File: src/common/conv_settings.svh
`ifndef CONV_SETTINGS_SVH
`define CONV_SETTINGS_SVH

// Activation and weight width, signed
`define CONV_DAT_W 8

// Geometry of one row slice
`define CONV_NUM_CH 3
`define CONV_NUM_POS 3
`define CONV_NUM_KN 4

// Dot product accumulator
`define CONV_ACC_W 20

// Ingress FIFO depths, equal to the sender credit allowance
`define CONV_WGT_CREDITS 4
`define CONV_PIX_CREDITS 2

`endif

File: src/common/conv_pkg.sv
`include "conv_settings.svh"

package conv_pkg;

    // One weight beat: kernel index plus three channel bytes
    typedef struct packed {
        logic [$clog2(`CONV_NUM_KN)-1:0]                kn;
        logic [`CONV_NUM_CH-1:0][`CONV_DAT_W-1:0]       ch;
    } wgt_beat_t;

    // One pixel beat, last marks the end of a row
    typedef struct packed {
        logic [`CONV_NUM_CH-1:0][`CONV_DAT_W-1:0]       ch;
        logic                                           last;
    } pix_beat_t;

    // Sliding window, pos[0] is the oldest pixel
    typedef struct packed {
        logic [`CONV_NUM_POS-1:0][`CONV_NUM_CH-1:0][`CONV_DAT_W-1:0] pos;
        logic                                                         last;
    } pix_window_t;

    // One kernel, pos[0] is the first beat loaded
    typedef struct packed {
        logic [`CONV_NUM_POS-1:0][`CONV_NUM_CH-1:0][`CONV_DAT_W-1:0] pos;
    } kn_weights_t;

    typedef struct packed {
        kn_weights_t [`CONV_NUM_KN-1:0] kn;
    } wgt_set_t;

    // Four signed dot products
    typedef struct packed {
        logic [`CONV_NUM_KN-1:0][`CONV_ACC_W-1:0]       sum;
        logic                                           last;
    } conv_result_t;

    // Row controller
    typedef enum logic {
        WAIT_WGT,
        RUN
    } row_state_e;

endpackage

File: src/verilog/pixel_window.sv
`timescale 1ns/1ps

`include "conv_settings.svh"

module pixel_window import conv_pkg::*; (
    input  logic        clk,
    input  logic        rst,
    input  logic        i_pix_valid,
    input  pix_beat_t   i_pix,
    input  logic        i_win_take,
    output logic        o_win_valid,
    output pix_window_t o_win,
    output logic        o_pix_credit
);

    localparam int DEPTH = `CONV_PIX_CREDITS;
    localparam int PTR_W = $clog2(DEPTH);
    localparam int CNT_W = $clog2(DEPTH + 1);
    localparam int FIL_W = $clog2(`CONV_NUM_POS + 1);

    pix_beat_t        mem [DEPTH];
    logic [PTR_W-1:0] wr_ptr;
    logic [PTR_W-1:0] rd_ptr;
    logic [CNT_W-1:0] count;
    logic [FIL_W-1:0] fill;
    logic             pop;
    logic             flush;

    ////////////////////
    // Ingress FIFO
    ////////////////////

    always_ff @(posedge clk) begin
        if (i_pix_valid) begin
            mem[wr_ptr] <= i_pix;
        end
    end

    always_ff @(posedge clk) begin
        if (rst) begin
            wr_ptr <= '0;
            rd_ptr <= '0;
            count  <= '0;
        end else begin
            if (i_pix_valid) begin
                wr_ptr <= (wr_ptr == PTR_W'(DEPTH - 1)) ? '0 : wr_ptr + 1'b1;
            end
            if (pop) begin
                rd_ptr <= (rd_ptr == PTR_W'(DEPTH - 1)) ? '0 : rd_ptr + 1'b1;
            end
            count <= count + CNT_W'(i_pix_valid) - CNT_W'(pop);
        end
    end

    ////////////////////
    // Sliding window
    ////////////////////

    assign o_win_valid = (fill == FIL_W'(`CONV_NUM_POS));

    // Taking the last window of a row empties it
    assign flush = i_win_take && o_win.last;

    // Refill while short, or slide on a take
    assign pop = (count != '0) && (!o_win_valid || i_win_take) && !flush;

    // Every pop shifts, taking alone only retires the oldest slot
    always_ff @(posedge clk) begin
        if (pop) begin
            for (int p = 0; p < `CONV_NUM_POS - 1; p++) begin
                o_win.pos[p] <= o_win.pos[p+1];
            end
            o_win.pos[`CONV_NUM_POS-1] <= mem[rd_ptr].ch;
            o_win.last                 <= mem[rd_ptr].last;
        end
    end

    always_ff @(posedge clk) begin
        if (rst || flush) begin
            fill <= '0;
        end else begin
            fill <= fill + FIL_W'(pop) - FIL_W'(i_win_take);
        end
    end

    assign o_pix_credit = pop;

    a_no_overflow: assert property (
        @(posedge clk) disable iff (rst)
        i_pix_valid |-> count != CNT_W'(DEPTH)
    );

endmodule

File: config.mk
export PLATFORM = sky130hd
export DESIGN_NAME = pixel_window
export DESIGN_NICKNAME = d
export VERILOG_FILES = /design/src/common/conv_pkg.sv /design/src/verilog/pixel_window.sv
export VERILOG_INCLUDE_DIRS = /design/src /design/src/common
export SDC_FILE = /design/constraint.sdc
export NUM_CORES = 1
export LEC_CHECK = 0
export ABC_AREA = 1
export BUFFER_PORTS_ARGS = -buffer_cell sky130_fd_sc_hd__buf_2
export CORE_MARGIN = 2
export CORE_UTILIZATION = 39
export CTS_CLUSTER_SIZE = 12
export DETAILED_ROUTE_END_ITERATION = 6
export HOLD_SLACK_MARGIN = 0.12
export SYNTH_ARGS = -nofsm -noshare
export SYNTH_HDL_FRONTEND = slang
export SYNTH_SLANG_ARGS = --single-unit
File: constraint.sdc
create_clock -name clk -period 6.55 [get_ports clk]
set_clock_uncertainty 0.2 [all_clocks]
set_input_delay 0.3275 -clock clk [delete_from_list [all_inputs] [get_ports clk]]
set_output_delay 0.3275 -clock clk [all_outputs]
set_load 0.02 [all_outputs]
## After elaboration in Yosys (flattened, before gate mapping)

Memory sizes are Yosys's and may differ from the RTL's. A register that Yosys moved wholly into a read port is not among the register bits.
Index checks and enable logic that the tools add are counted.

| word-level totals | value |
|---|---|
| flip-flop bits (word level) | 54 |
| memory bits (writable) | 50 |
| input port bits | 29 |
| output and inout bits | 75 |
| word-level logic and storage cells | 30 |
| memories | 1 |

Memory list:

| name | depth | bits a word | read ports | clocked after memory_dff | write ports | line | RTL |
|---|---|---|---|---|---|---|---|
| mem | 2 | 25 | 1 | 1 | 1 | pixel_window.sv:21 | `pix_beat_t mem [DEPTH];` |

| cells by class | value |
|---|---|
| add/sub/neg operators | 6 |
| equality and inequality tests | 1 |
| mux-type cells | 4 |
| reductions and logical operators | 8 |

Operators with widths:

| kind | count |
|---|---|
| $add A2 B1 Y2 | 2 |
| $mux W1 | 4 |
| $sub A2 B1 Y2 | 2 |
| $logic_and A1 B1 Y1 | 3 |
| $add A1 B1 Y1 const B | 2 |
| $eq A2 B2 Y1 const B | 1 |
| $logic_not A1 Y1 | 2 |
| $logic_or A1 B1 Y1 | 2 |
| $reduce_bool A2 Y1 | 1 |

## Logic depth before layout (Yosys ltp)

Gate-level depths: netlist of run 1.

| logic depth | value |
|---|---|
| depth in word-level cells | 7 |
| depth in mapped cells | 10 |
| gate-level depth less buffers | 10 |

## Worst setup path before layout of run 1

OpenSTA, ideal clock, no wires.

| timing | value |
|---|---|
| kind | register to register |
| start | register o_win[0] (netlist name) |
| end | register o_win[0] (netlist name) |
| setup time | 0.433 ns |
| data arrival time | 2.400 ns |
| required time | 5.917 ns |
| slack | 3.518 ns |
| cell stages (with the launch flop) | 6 |
| path buffers | 0 |
| clock period less this slack | 3.032 ns |
| cell sequence | edfxtp_1 > nand2_1 > inv_1 > nor2_4 > nand2_2 > inv_1 |

| on the way | value |
|---|---|
| longest elaborated chain between the ends | 3 |

RTL lines:

| item | line | RTL |
|---|---|---|
| $logic_and A1 B1 Y1 | pixel_window.sv:62 | `assign flush = i_win_take && o_win.last;` |
| $logic_not A1 Y1 | pixel_window.sv:65 | `assign pop = (count != '0) && (!o_win_valid \|\| i_win_take) && !flush;` |
| $logic_and A1 B1 Y1 | pixel_window.sv:65 |  |
| net o_pix_credit | pixel_window.sv:13 | `output logic o_pix_credit` |

The timed path passes the listed nets, and every way through them passes these cells.
A chain may end at the register's enable or synchronous reset.

## Worst setup path after layout of run 1

| timing | value |
|---|---|
| start | input i_win_take |
| end | output o_pix_credit |

| on the way | value |
|---|---|
| longest elaborated chain between the ends | 3 |
| elaborated cells between the ends (all ways) | 5 |
| those cells by class | reduce/logical: 5 |

RTL lines:

| item | line | RTL |
|---|---|---|
| start, declared | pixel_window.sv:10 | `input logic i_win_take,` |
| $logic_or A1 B1 Y1 or $logic_and A1 B1 Y1 (tied branches) | pixel_window.sv:65, pixel_window.sv:62 |  |
| $logic_and A1 B1 Y1 or $logic_not A1 Y1 (tied branches) | pixel_window.sv:65 |  |
| $logic_and A1 B1 Y1 (*) | pixel_window.sv:65 |  |
| end, declared | pixel_window.sv:13 |  |

Mark *: on every way between the ends. The rest lies on a longest branch, timed or not.

==> results of run 1 <==
flip-flops by register name (all words and copies together), names as in the netlist:
| name | count |
|---|---|
| count | 2 |
| fill | 2 |
| mem | 50 |
| o_win | 73 |
| rd_ptr | 1 |
| wr_ptr | 1 |
path summary, 6_finish.rpt:
kind         slack, ns                start                   to
min reg2reg       0.24  o_win[30]$_DFFE_PP_   o_win[6]$_DFFE_PP_
max               3.41           i_win_take         o_pix_credit
max reg2reg       4.22   o_win[0]$_DFFE_PP_  o_win[53]$_DFFE_PP_
min               0.24  o_win[30]$_DFFE_PP_   o_win[6]$_DFFE_PP_
per-layer routing:
layer	track usage, %	vias to the layer above
li1	-	1203
met1	14.4	1106
met2	20.6	83
met3	6.11	11
met4	5.97	0
met5	0	-
stage by stage:
| step | hold slack [ns] | total power, uW | instances | instance area (um2) |
|---|---|---|---|---|
| after global placement | 0.227 | 2160 | 496 | 5050 |
| after CTS | 0.248 | 3150 | 557 | 5940 |
| after detailed placement | 0.233 | 2180 | 496 | 5050 |
| final | 0.243 | 3110 | 557 | 5940 |
| after global routing | 0.259 | 3290 | 557 | 5940 |
| after floorplan | 0.199 | 1900 | 255 | 4360 |
power groups by stage:
stage,clock network (uW),registers [uW],logic (uW)
after floorplan,0,1640,254
after global placement,0,1370,785
after detailed placement,0,1380,798
after CTS,968,1370,817
after global routing,1000,1400,884
final,947,1360,800
layout by cell type, fill, tap and decap left out, drive strengths merged:
cell type    instances
clkinv               7
and3                 1
buf                106
a21oi                2
nand4                1
nand3b               1
clkbuf              17
clkinvlp             3
dfxtp                6
ha                   2
a21boi               1
edfxtp             123
inv                 15
nor3                 1
nand2               87
o21ai                1
nand3                3
nor2                 7
bufinv               4
dlygate4sd3         29
layout make-up:
| type | count | share of cell area (%) |
|---|---|---|
| repair buffers | 135 | 13.9 |
| clock inverters | 15 | 3.20 |
| well taps | 140 | 2.95 |
| inverters | 14 | 0.906 |
| clock buffers | 17 | 6.97 |
| flip-flops and latches | 129 | 64.2 |
| multi-input cells | 107 | 7.83 |
kinds of logic (layout without fill, tap and decap cells):
kind of cell               Yosys count  in the layout  synth area share (%)
DFF                                129            129                  87.4
buffers and inverters               19            181                  1.95
AOI/OAI and AO/OA                    4              4                 0.688
adders and majority gates            2              2                 0.574
and+or+nand+nor                    101            101                  9.35
what timing repair did:
action,in CTS,in global routing
endpoints found under the hold margin,66,0
buffers inserted,0,0
hold buffers,29,0
==> key figures, run 1 <==
Run status
  • Outcome: finished, final reports clean

Clock tree
  • Post-CTS Resized: 0
  • Deepest level of the CTS H-tree: 4
  • Maximum root-to-sink buffer count: 2
  • Inserted Clock Buffers: 17
  • TritonCTS clock tree: built
  • CTS clk-pin slew, worst paths: 0.06 ns
  • Clock insertion delay at the later pin of the skew report: 0.50 ns
  • CTS Sinks: 129
  • Cell chosen for the clock root: sky130_fd_sc_hd__clkbuf_8

Global routing
  • Global-route wire length before repair: 11200 um
  • Maximum number of pins on one net before global-route repair: 46
  • Via count of the first global-routing pass: 2315
  • Initial antenna violation count: 0
  • Remaining Overflow, GRT: 0
  • Overall fraction of global-route tracks in use: 12.8%

Routing
  • DRC violations left: 0
  • Via-per-instance ratio: 4.31
  • Post-detailed-route wirelength per cell: 13.2 um
  • Met3 wire len: 582 um
  • Number of DRC violations after detailed-routing iteration 0: 68
  • First-pass iteration count of the detailed router: 6
  • Met2 Wirelength: 3480 um
  • Top layer used by detailed routing: met4
  • Detailed-route wire length: 7380 um
  • Total number of vias: 2403
  • Number of antenna-violating nets in the routed design: 0
  • Metal1 wirelength: 3210 um

Synthesis
  • Area contributors post-synth: sky130_fd_sc_hd__edfxtp_1, sky130_fd_sc_hd__nand2_1, sky130_fd_sc_hd__dfxtp_1
  • Cell taking the most area after synthesis: sky130_fd_sc_hd__edfxtp_1
  • Syn Nets: 286
  • Sequential fraction of the synthesis area: 87.4%
  • Top_reg_cell synth: sky130_fd_sc_hd__edfxtp_1
  • Library cells used by synthesis: 20
  • Top cell types by occurrence after synthesis: sky130_fd_sc_hd__edfxtp_1, sky130_fd_sc_hd__nand2_1, sky130_fd_sc_hd__inv_1
  • Synthesized instance count: 255
  • Netlist area before placement: 4360 um2
  • Avg Inst Size Synth: 17.1 um2
  • Async S/R FF share, synth: 0%
  • Yosys top cell area share: 84.7%
  • Yosys Warn Count: 0
  • Number of synthesized flops with an enable pin: 123
  • Most frequent cell after synthesis: sky130_fd_sc_hd__edfxtp_1
  • Flops & latches, synth: 129

Finish
  • Fraction of layout cells with a size suffix above 1: 34.3%
  • Antenna diodes: 0
  • Count of filler cells inserted in the layout: 926
  • NumNets Final: 435
  • Layout Utilization: 54.6%
  • Sequential cell area: 3810 um2
  • Multi-input combinational cell area: 465 um2
  • Area growth from synthesis to final layout: 36.2%

Floorplan
  • Die boundary width: 110 um
  • Floorplan core area: 10900 um2
  • Height of the die: 110 um
  • I/O pin count: 104
  • Initial core utilization: 40.1%
  • FP Rows: 38
  • Die outline area: 12000 um2

Power and ir drop
  • Switching pwr: 1010 uW
  • Sequential share of power: 43.8%
  • Combinational share of power: 25.7%
  • Clock group share of total power: 30.4%
  • Internal power component: 2100 uW
  • Leakage power figure: 0.00241 uW
  • Power density cells: 524 nW/um2
  • Switching Share: 32.4%
  • Maximum resistive drop on vdd: 0.258 mV

STA
  • Worst-case headroom to the max-slew limit: 25.7%
  • Final setup violation count: 0
  • Fmax achieved: 0.319 GHz
  • Period Utilization, post-route: 47.9%
  • Min Tclk post-route: 3.14 ns
  • Setup repair after global routing missed its margin: false
  • Fin. max-slew vios: 0
  • Post-route setup slack: 3.41 ns
  • Actual slew at the worst max-slew pin: 1.11 ns
  • Hold violation count in the final report: 0
  • TNS Setup: 0 ns

Worst setup path
  • Cell-by-cell listing of the critical path: dlygate4sd3_1 -> buf_2 -> nand3b_1 -> nand2_2 -> clkinv_2 -> buf_4 -> buf_2
  • CP dominant cell by count: sky130_fd_sc_hd__buf_2
  • Crit path largest cell delay: 0.53 ns
  • CP Data Required Time: 6.02 ns
  • CP Launch Type: input port
  • Top Family by Delay on Critical Path: buffers and inverters
  • Critical path start-end classification: in2out
  • Register-to-Register Path Depth: 6
  • Crit path buffers/inverters: 5
  • Number of cells on the critical path: 7
  • Arr. time, crit path: 2.61 ns
  • Maximum fanout encountered on the critical timing path: 45
  • Worst setup EP type: output pin
  • Slowest library cell on the worst path: sky130_fd_sc_hd__dlygate4sd3_1

Placement
  • Detailed placement HPWL: 4640 um
  • Routability congestion estimate from global placement: 0.645
  • Post-place setup slack: 3.91 ns
  • IO buf count: 103

Job
  • Maximum Capacitance Violations: 0

Worst hold path
  • Hold Path Cell Cnt: 0
  • Class of the worst hold path: reg2reg
Power figures use the tool's default switching activity.
==> run 2: changes to the inputs <==
==> constraint.sdc (replaced) <==
create_clock -name clk -period 2.5 [get_ports clk]
set_clock_uncertainty 0.2 [all_clocks]
set_input_delay 0.125 -clock clk [delete_from_list [all_inputs] [get_ports clk]]
set_output_delay 0.125 -clock clk [all_outputs]
set_load 0.02 [all_outputs]
==> key figures, run 2 (same netlist as run 1, synthesis figures left out) <==
Clock tree
  • CTS Sinks: 129 (unchanged)
  • Cell chosen for the clock root: sky130_fd_sc_hd__clkbuf_8
  • Maximum root-to-sink buffer count: 2 (unchanged)
  • Clock insertion delay at the later pin of the skew report: 0.51 ns (about the same)
  • Deepest level of the CTS H-tree: 4 (unchanged)
  • CTS clk-pin slew, worst paths: 0.06 ns (about the same)
  • Inserted Clock Buffers: 17 (unchanged)
  • TritonCTS clock tree: built

Power and ir drop
  • Switching Share: 32.9% (+0.45 points)
  • Power density cells: 1330 nW/um2 (+150%)
  • Clock group share of total power: 29.2% (-1.2 points)
  • Combinational share of power: 26.4% (+0.7 points)
  • Internal power component: 5480 uW (+160%)
  • Leakage power figure: 0.00247 uW (+2.4%)
  • Maximum resistive drop on vdd: 0.613 mV (+140%)
  • Switching pwr: 2680 uW (+170%)
  • Sequential share of power: 44.5% (+0.7 points)

STA
  • Min Tclk post-route: 2.23 ns
  • Fin. max-slew vios: 0 (unchanged)
  • Setup repair after global routing missed its margin: false
  • Final Hold Slack: 0.153 ns (-0.0897 ns)
  • Fmax achieved: 0.449 GHz
  • Final setup violation count: 0 (unchanged)
  • Actual slew at the worst max-slew pin: 0.993 ns (-0.120 ns)
  • Period Utilization, post-route: 89.0%
  • Hold violation count in the final report: 0 (unchanged)
  • Worst-case headroom to the max-slew limit: 33.7% (+8.0 points)
  • Post-route setup slack: 0.275 ns (-3.14 ns)
  • TNS Setup: 0 ns (unchanged)

Worst setup path
  • Critical path start-end classification: reg2out
  • Worst r2r src: o_win[0]$_DFFE_PP_
  • Worst r2r dst: count[0]$_SDFF_PP0_
  • Crit path largest cell delay: 0.38 ns (-0.15 ns)
  • Cell-by-cell listing of the critical path: nand3b_1 -> nand2_4 -> clkinvlp_4 -> buf_2
  • Arr. time, crit path: 1.90 ns (-0.71 ns)
  • R2R setup slack: 0.34 ns (-3.88 ns)
  • CP Launch Type: flop
  • Crit path buffers/inverters: 2 (-3)
  • Worst setup EP type: output pin
  • Register-to-Register Path Depth: 10 (+4)
  • Top Family by Delay on Critical Path: buffers and inverters
  • CP Data Required Time: 2.17 ns (-3.85 ns)
  • Slowest library cell on the worst path: sky130_fd_sc_hd__dfxtp_1
  • Maximum fanout encountered on the critical timing path: 10 (-78%)

Finish
  • Count of filler cells inserted in the layout: 874 (-5.6%)
  • Sequential cell area: 3810 um2 (unchanged)
  • Top flop regs: o_win: 73 flops, mem: 50 flops
  • Antenna diodes: 0 (unchanged)
  • Area growth from synthesis to final layout: 40.4%
  • Max FFs per register: 73 (unchanged)
  • NumNets Final: 452 (+3.9%)
  • Leading cell type in the layout, fill and taps excluded: sky130_fd_sc_hd__edfxtp_1
  • Multi-input combinational cell area: 470 um2 (+1.1%)
  • Commonest cells after routing, fill and taps aside: sky130_fd_sc_hd__edfxtp_1, sky130_fd_sc_hd__buf_2, sky130_fd_sc_hd__nand2_1
  • Largest Register: o_win
  • Fraction of layout cells with a size suffix above 1: 33.6% (-0.65 points)

Floorplan
  • I/O pin count: 104 (unchanged)
  • Die boundary width: 110 um (unchanged)
  • Height of the die: 110 um (unchanged)
  • Die outline area: 12000 um2 (unchanged)
  • FP Rows: 38 (unchanged)
  • Initial core utilization: 40.1% (unchanged)
  • Floorplan core area: 10900 um2 (unchanged)

Routing
  • Total number of vias: 2513 (+4.6%)
  • Via-per-instance ratio: 4.38 (+1.5%)
  • Number of DRC violations after detailed-routing iteration 0: 94 (+38%)
  • Detailed-route wire length: 7670 um (+3.9%)
  • Number of antenna-violating nets in the routed design: 0 (unchanged)
  • DRC violations left: 0 (unchanged)
  • First-pass iteration count of the detailed router: 4 (-2)
  • Post-detailed-route wirelength per cell: 13.4 um (+0.83%)

Global routing
  • Via count of the first global-routing pass: 2370 (+2.4%)
  • Maximum number of pins on one net before global-route repair: 29 (-37%)
  • Global-route wire length before repair: 11500 um (+2.5%)
  • Overall fraction of global-route tracks in use: 13.3% (+0.48 points)
  • Initial antenna violation count: 0 (unchanged)
  • Remaining Overflow, GRT: 0 (unchanged)

Worst hold path
  • Worst hold path startpoint: i_pix[21]
  • Terminating pin of the worst hold path: mem[1][21]$_DFFE_PP_
  • Class of the worst hold path: in2reg
  • Hold Path Cell Cnt: 2 (+2)

Run status
  • Outcome: finished, final reports clean

Placement
  • IO buf count: 103 (unchanged)
  • Detailed placement HPWL: 4780 um (+3.1%)
  • Routability congestion estimate from global placement: 0.672 (+4.3%)
  • Post-place setup slack: 0.299 ns (-3.61 ns)

Job
  • Maximum Capacitance Violations: 0 (unchanged)
[run 2: metal layers]
layer | vias to the layer above | share of wire, % | routed length [um] | track usage [%]
met5 | - | 0 | 0 | 0
met4 | 0 | 1.5 | 116 | 6.24
met3 | 14 | 7.3 | 557 | 5.93
met2 | 78 | 50 | 3820 | 22.0
met1 | 1183 | 41 | 3170 | 14.7
li1 | 1238 | - | - | -
[run 2: repair_timing]
item                                   4_1_cts  5_1_grt
hold buffers                                44        0
resized for setup                            0        0
endpoints found under the hold margin       92        0
setup buffers                                0        0
setup endpoints to repair                    0        1
[run 2: worst max path at each step]
stage / start / to / slack, ns / cells after the start
final: fill[1]$_SDFF_PP0_ / o_pix_credit / 0.27 / 4
after global routing: fill[1]$_SDFF_PP0_ / o_pix_credit / 0.12 / 4
after CTS: fill[1]$_SDFF_PP0_ / o_pix_credit / 0.06 / 4
after detailed placement: rd_ptr$_SDFFE_PP0P_ / o_win[52]$_DFFE_PP_ / 0.30 / 3
after global placement: rd_ptr$_SDFFE_PP0P_ / o_win[68]$_DFFE_PP_ / 0.44 / 3
after floorplan: o_win[0]$_DFFE_PP_ / o_win[0]$_DFFE_PP_ / 0.02 / 5
[run 2: power groups by stage]
| stage | sequential [uW] | combinational (uW) | clock, uW |
|---|---|---|---|
| after global placement | 3640 | 2080 | 0 |
| after detailed placement | 3700 | 2100 | 0 |
| final | 3630 | 2150 | 2380 |
| after global routing | 3720 | 2350 | 2540 |
| after CTS | 3650 | 2170 | 2450 |
| after floorplan | 4290 | 682 | 0 |
[run 2: through the flow]
step	std cells	utilization [%]	area, um2	total power, uW
3_3_place_gp	497	46.8	5100	5720
4_1_cts	573	56.2	6120	8270
6_report	574	56.3	6130	8170
2_1_floorplan	255	-	4370	4970
3_5_place_dp	497	46.8	5100	5800
5_1_grt	574	56.3	6130	8620
[run 2: final cells by class]
cell class                      instances  area share [%]
Timing Repair Buffer                  151            16.7
Tap cell                              140            2.86
Sequential cell                       129            62.3
Inverter                               14           0.919
Timing Repair inverter                  1          0.0817
Multi-Input combinational cell        107            7.68
Clock inverter                         15            2.74
Clock buffer                           17            6.76
[run 2: worst reg2reg max path: stages (launching register included)]
cell and delay, ns:
sky130_fd_sc_hd__edfxtp_1 0.40, sky130_fd_sc_hd__nand2_1 0.10, sky130_fd_sc_hd__inv_2 0.05, sky130_fd_sc_hd__nor2_4 0.14, sky130_fd_sc_hd__nand2_4 0.12, sky130_fd_sc_hd__nand2_1 0.08
sky130_fd_sc_hd__nand2_1 0.05, sky130_fd_sc_hd__ha_1 0.26, sky130_fd_sc_hd__inv_1 0.05, sky130_fd_sc_hd__nor2_1 0.04, sky130_fd_sc_hd__dlygate4sd3_1 0.56
==> run 3: changes to the inputs <==
--- a/config.mk
+++ b/config.mk
@@ -8,11 +8,14 @@
 export LEC_CHECK = 0
 export ABC_AREA = 1
 export BUFFER_PORTS_ARGS = -buffer_cell sky130_fd_sc_hd__buf_2
+export CELL_PAD_IN_SITES_DETAIL_PLACEMENT = 1
+export CELL_PAD_IN_SITES_GLOBAL_PLACEMENT = 2
 export CORE_MARGIN = 2
-export CORE_UTILIZATION = 39
+export CORE_UTILIZATION = 33
 export CTS_CLUSTER_SIZE = 12
 export DETAILED_ROUTE_END_ITERATION = 6
 export HOLD_SLACK_MARGIN = 0.12
+export PLACE_DENSITY_LB_ADDON = 0.1
 export SYNTH_ARGS = -nofsm -noshare
 export SYNTH_HDL_FRONTEND = slang
 export SYNTH_SLANG_ARGS = --single-unit
==> key figures, run 3 (same netlist as run 1, synthesis figures left out) <==
STA
  • Setup repair after global routing missed its margin: false
  • Post-route setup slack: 0.374 ns (+0.0997 ns)
  • Fin. max-slew vios: 0 (unchanged)
  • Min Tclk post-route: 2.13 ns (-0.0997 ns)
  • Actual slew at the worst max-slew pin: 0.816 ns (-0.177 ns)
  • TNS Setup: 0 ns (unchanged)
  • Hold violation count in the final report: 0 (unchanged)
  • Worst-case headroom to the max-slew limit: 45.5% (+12 points)
  • Final setup violation count: 0 (unchanged)
  • Period Utilization, post-route: 85.0% (-4.0 points)
  • Fmax achieved: 0.470 GHz (+4.7%)

Floorplan
  • Initial core utilization: 33.3% (-6.7 points)
  • Floorplan core area: 13100 um2 (+20%)
  • Die boundary width: 119 um (+8.4%)
  • I/O pin count: 104 (unchanged)
  • Height of the die: 119 um (+8.4%)
  • Die outline area: 14200 um2 (+17%)
  • FP Rows: 42 (+11%)

Worst setup path
  • Worst setup EP type: flop
  • CP Launch Type: input port
  • Maximum fanout encountered on the critical timing path: 5 (-5)
  • Worst r2r src: o_win[0]$_DFFE_PP_
  • CP Data Required Time: 2.59 ns (+0.42 ns)
  • Critical Path Start: i_win_take
  • Arr. time, crit path: 2.21 ns (+0.31 ns)
  • Critical path start-end classification: in2reg

Worst hold path
  • Class of the worst hold path: reg2reg
  • Worst hold path startpoint: o_win[47]$_DFFE_PP_

Power and ir drop
  • Leakage power figure: 0.00239 uW (-3.3%)
  • Maximum resistive drop on vdd: 0.551 mV (-10%)
  • Power density cells: 1340 nW/um2 (+0.39%)

Clock tree
  • Inserted Clock Buffers: 17 (unchanged)
  • CTS clk-pin slew, worst paths: 0.05 ns (about the same)
  • Maximum root-to-sink buffer count: 2 (unchanged)
  • Deepest level of the CTS H-tree: 4 (unchanged)
  • Post-CTS Resized: 0 (unchanged)
  • Cell chosen for the clock root: sky130_fd_sc_hd__clkbuf_16
  • TritonCTS clock tree: built
  • Clock insertion delay at the later pin of the skew report: 0.40 ns (-0.11 ns)
  • CTS Sinks: 129 (unchanged)

Finish
  • Max FFs per register: 73 (unchanged)
  • Top flop regs: o_win: 73 flops, mem: 50 flops
  • Fraction of layout cells with a size suffix above 1: 33.2% (-0.47 points)
  • NumNets Final: 436 (-3.5%)
  • Area growth from synthesis to final layout: 36.6%
  • Leading cell type in the layout, fill and taps excluded: sky130_fd_sc_hd__edfxtp_1
  • Largest Register: o_win
  • Count of filler cells inserted in the layout: 1322 (+51%)
  • Commonest cells after routing, fill and taps aside: sky130_fd_sc_hd__edfxtp_1, sky130_fd_sc_hd__buf_2, sky130_fd_sc_hd__nand2_1
  • Antenna diodes: 0 (unchanged)

Global routing
  • Initial antenna violation count: 0 (unchanged)
  • Remaining Overflow, GRT: 0 (unchanged)
  • Overall fraction of global-route tracks in use: 12.6% (-0.72 points)
  • Global-route wire length before repair: 13000 um (+13%)
  • Maximum number of pins on one net before global-route repair: 48 (+66%)
  • Via count of the first global-routing pass: 2552 (+7.7%)

Routing
  • Number of antenna-violating nets in the routed design: 0 (unchanged)
  • DRC violations left: 0 (unchanged)
  • Via-per-instance ratio: 4.19 (-4.2%)
  • Number of DRC violations after detailed-routing iteration 0: 99 (+5.3%)
  • Total number of vias: 2483 (-1.2%)
  • Post-detailed-route wirelength per cell: 13.8 um (+3.6%)
  • First-pass iteration count of the detailed router: 4 (unchanged)
  • Detailed-route wire length: 8190 um (+6.8%)

Job
  • Maximum Capacitance Violations: 0 (unchanged)

Placement
  • Detailed placement HPWL: 5190 um (+8.6%)
  • Post-place setup slack: 0.685 ns (+0.386 ns)
  • Routability congestion estimate from global placement: 0.702 (+4.5%)
  • IO buf count: 103 (unchanged)

Run status
  • Outcome: finished, final reports clean
-- run 3: cell count changes in the layout (fill, tap and decap cells not counted) --
cell | previous run | this run
sky130_fd_sc_hd__buf_12 | 3 | 2
sky130_fd_sc_hd__nor2_2 | 1 | 0
sky130_fd_sc_hd__clkinvlp_2 | 1 | 0
sky130_fd_sc_hd__bufinv_16 | 3 | 2
sky130_fd_sc_hd__clkinvlp_4 | 5 | 2
sky130_fd_sc_hd__dlygate4sd3_1 | 44 | 29
sky130_fd_sc_hd__buf_4 | 1 | 2
sky130_fd_sc_hd__clkbuf_1 | 0 | 4
sky130_fd_sc_hd__nor2_4 | 1 | 2
sky130_fd_sc_hd__clkinv_1 | 3 | 4
sky130_fd_sc_hd__clkbuf_8 | 1 | 0
sky130_fd_sc_hd__clkbuf_16 | 16 | 17
sky130_fd_sc_hd__clkinv_4 | 2 | 0
sky130_fd_sc_hd__inv_6 | 1 | 0
-- run 3: final timing paths --
kind	slack, ns	depth (start not counted)	end
min	0.24	0	o_win[23]$_DFFE_PP_
min reg2reg	0.24	0	o_win[23]$_DFFE_PP_
max reg2reg	0.39	10	count[0]$_SDFF_PP0_
max	0.37	10	count[0]$_SDFF_PP0_
-- run 3: timing repair --
item / CTS / global route
hold buffers: 29 / 0
endpoints found under the hold margin: 81 / 0
setup buffers: 0 / 0
-- run 3: layout make-up --
type / count / area (um2) / share of cell area [%]
multi-input cells: 107 / 475 / 7.98
clock inverters: 9 / 92.6 / 1.55
inverters: 14 / 56.3 / 0.945
repair buffers: 136 / 861 / 14.4
well taps: 176 / 220 / 3.70
flip-flops and latches: 129 / 3810 / 64.0
clock buffers: 21 / 440 / 7.39
-- run 3: through the flow --
stage | hold slack, ns | cells | area (um2) | total power (uW) | util (%)
after global routing | 0.228 | 592 | 5960 | 8450 | 45.5
after floorplan | -0.00378 | 255 | 4370 | 4970 | -
after global placement | 0.114 | 533 | 5140 | 5770 | 39.3
after CTS | 0.217 | 592 | 5960 | 8140 | 45.5
final | 0.243 | 592 | 5960 | 7980 | 45.5
after detailed placement | 0.116 | 533 | 5140 | 5820 | 39.3
-- run 3: per-layer routing --
metal / wire, um / track usage [%] / up-vias
met4: 152 / 6.92 / 0
met2: 4180 / 20.1 / 70
met5: 0 / 0 / -
li1: - / - / 1203
met3: 414 / 4.89 / 12
met1: 3440 / 14.5 / 1198
-- run 3: worst max-delay path, cell delays in order --
cell and delay (ns):
sky130_fd_sc_hd__dlygate4sd3_1 0.53, sky130_fd_sc_hd__buf_2 0.13, sky130_fd_sc_hd__nand3b_1 0.28, sky130_fd_sc_hd__nand2_4 0.18, sky130_fd_sc_hd__nand2_1 0.06, sky130_fd_sc_hd__nand2_1 0.06
sky130_fd_sc_hd__ha_1 0.22, sky130_fd_sc_hd__inv_1 0.05, sky130_fd_sc_hd__nor2_1 0.03, sky130_fd_sc_hd__dlygate4sd3_1 0.54
-- run 3: report_power, final --
group	switching [uW]	internal [uW]	leakage (uW)
combinational	1530	619	0.000924
sequential	277	3320	0.00121
clock	795	1430	0.000257
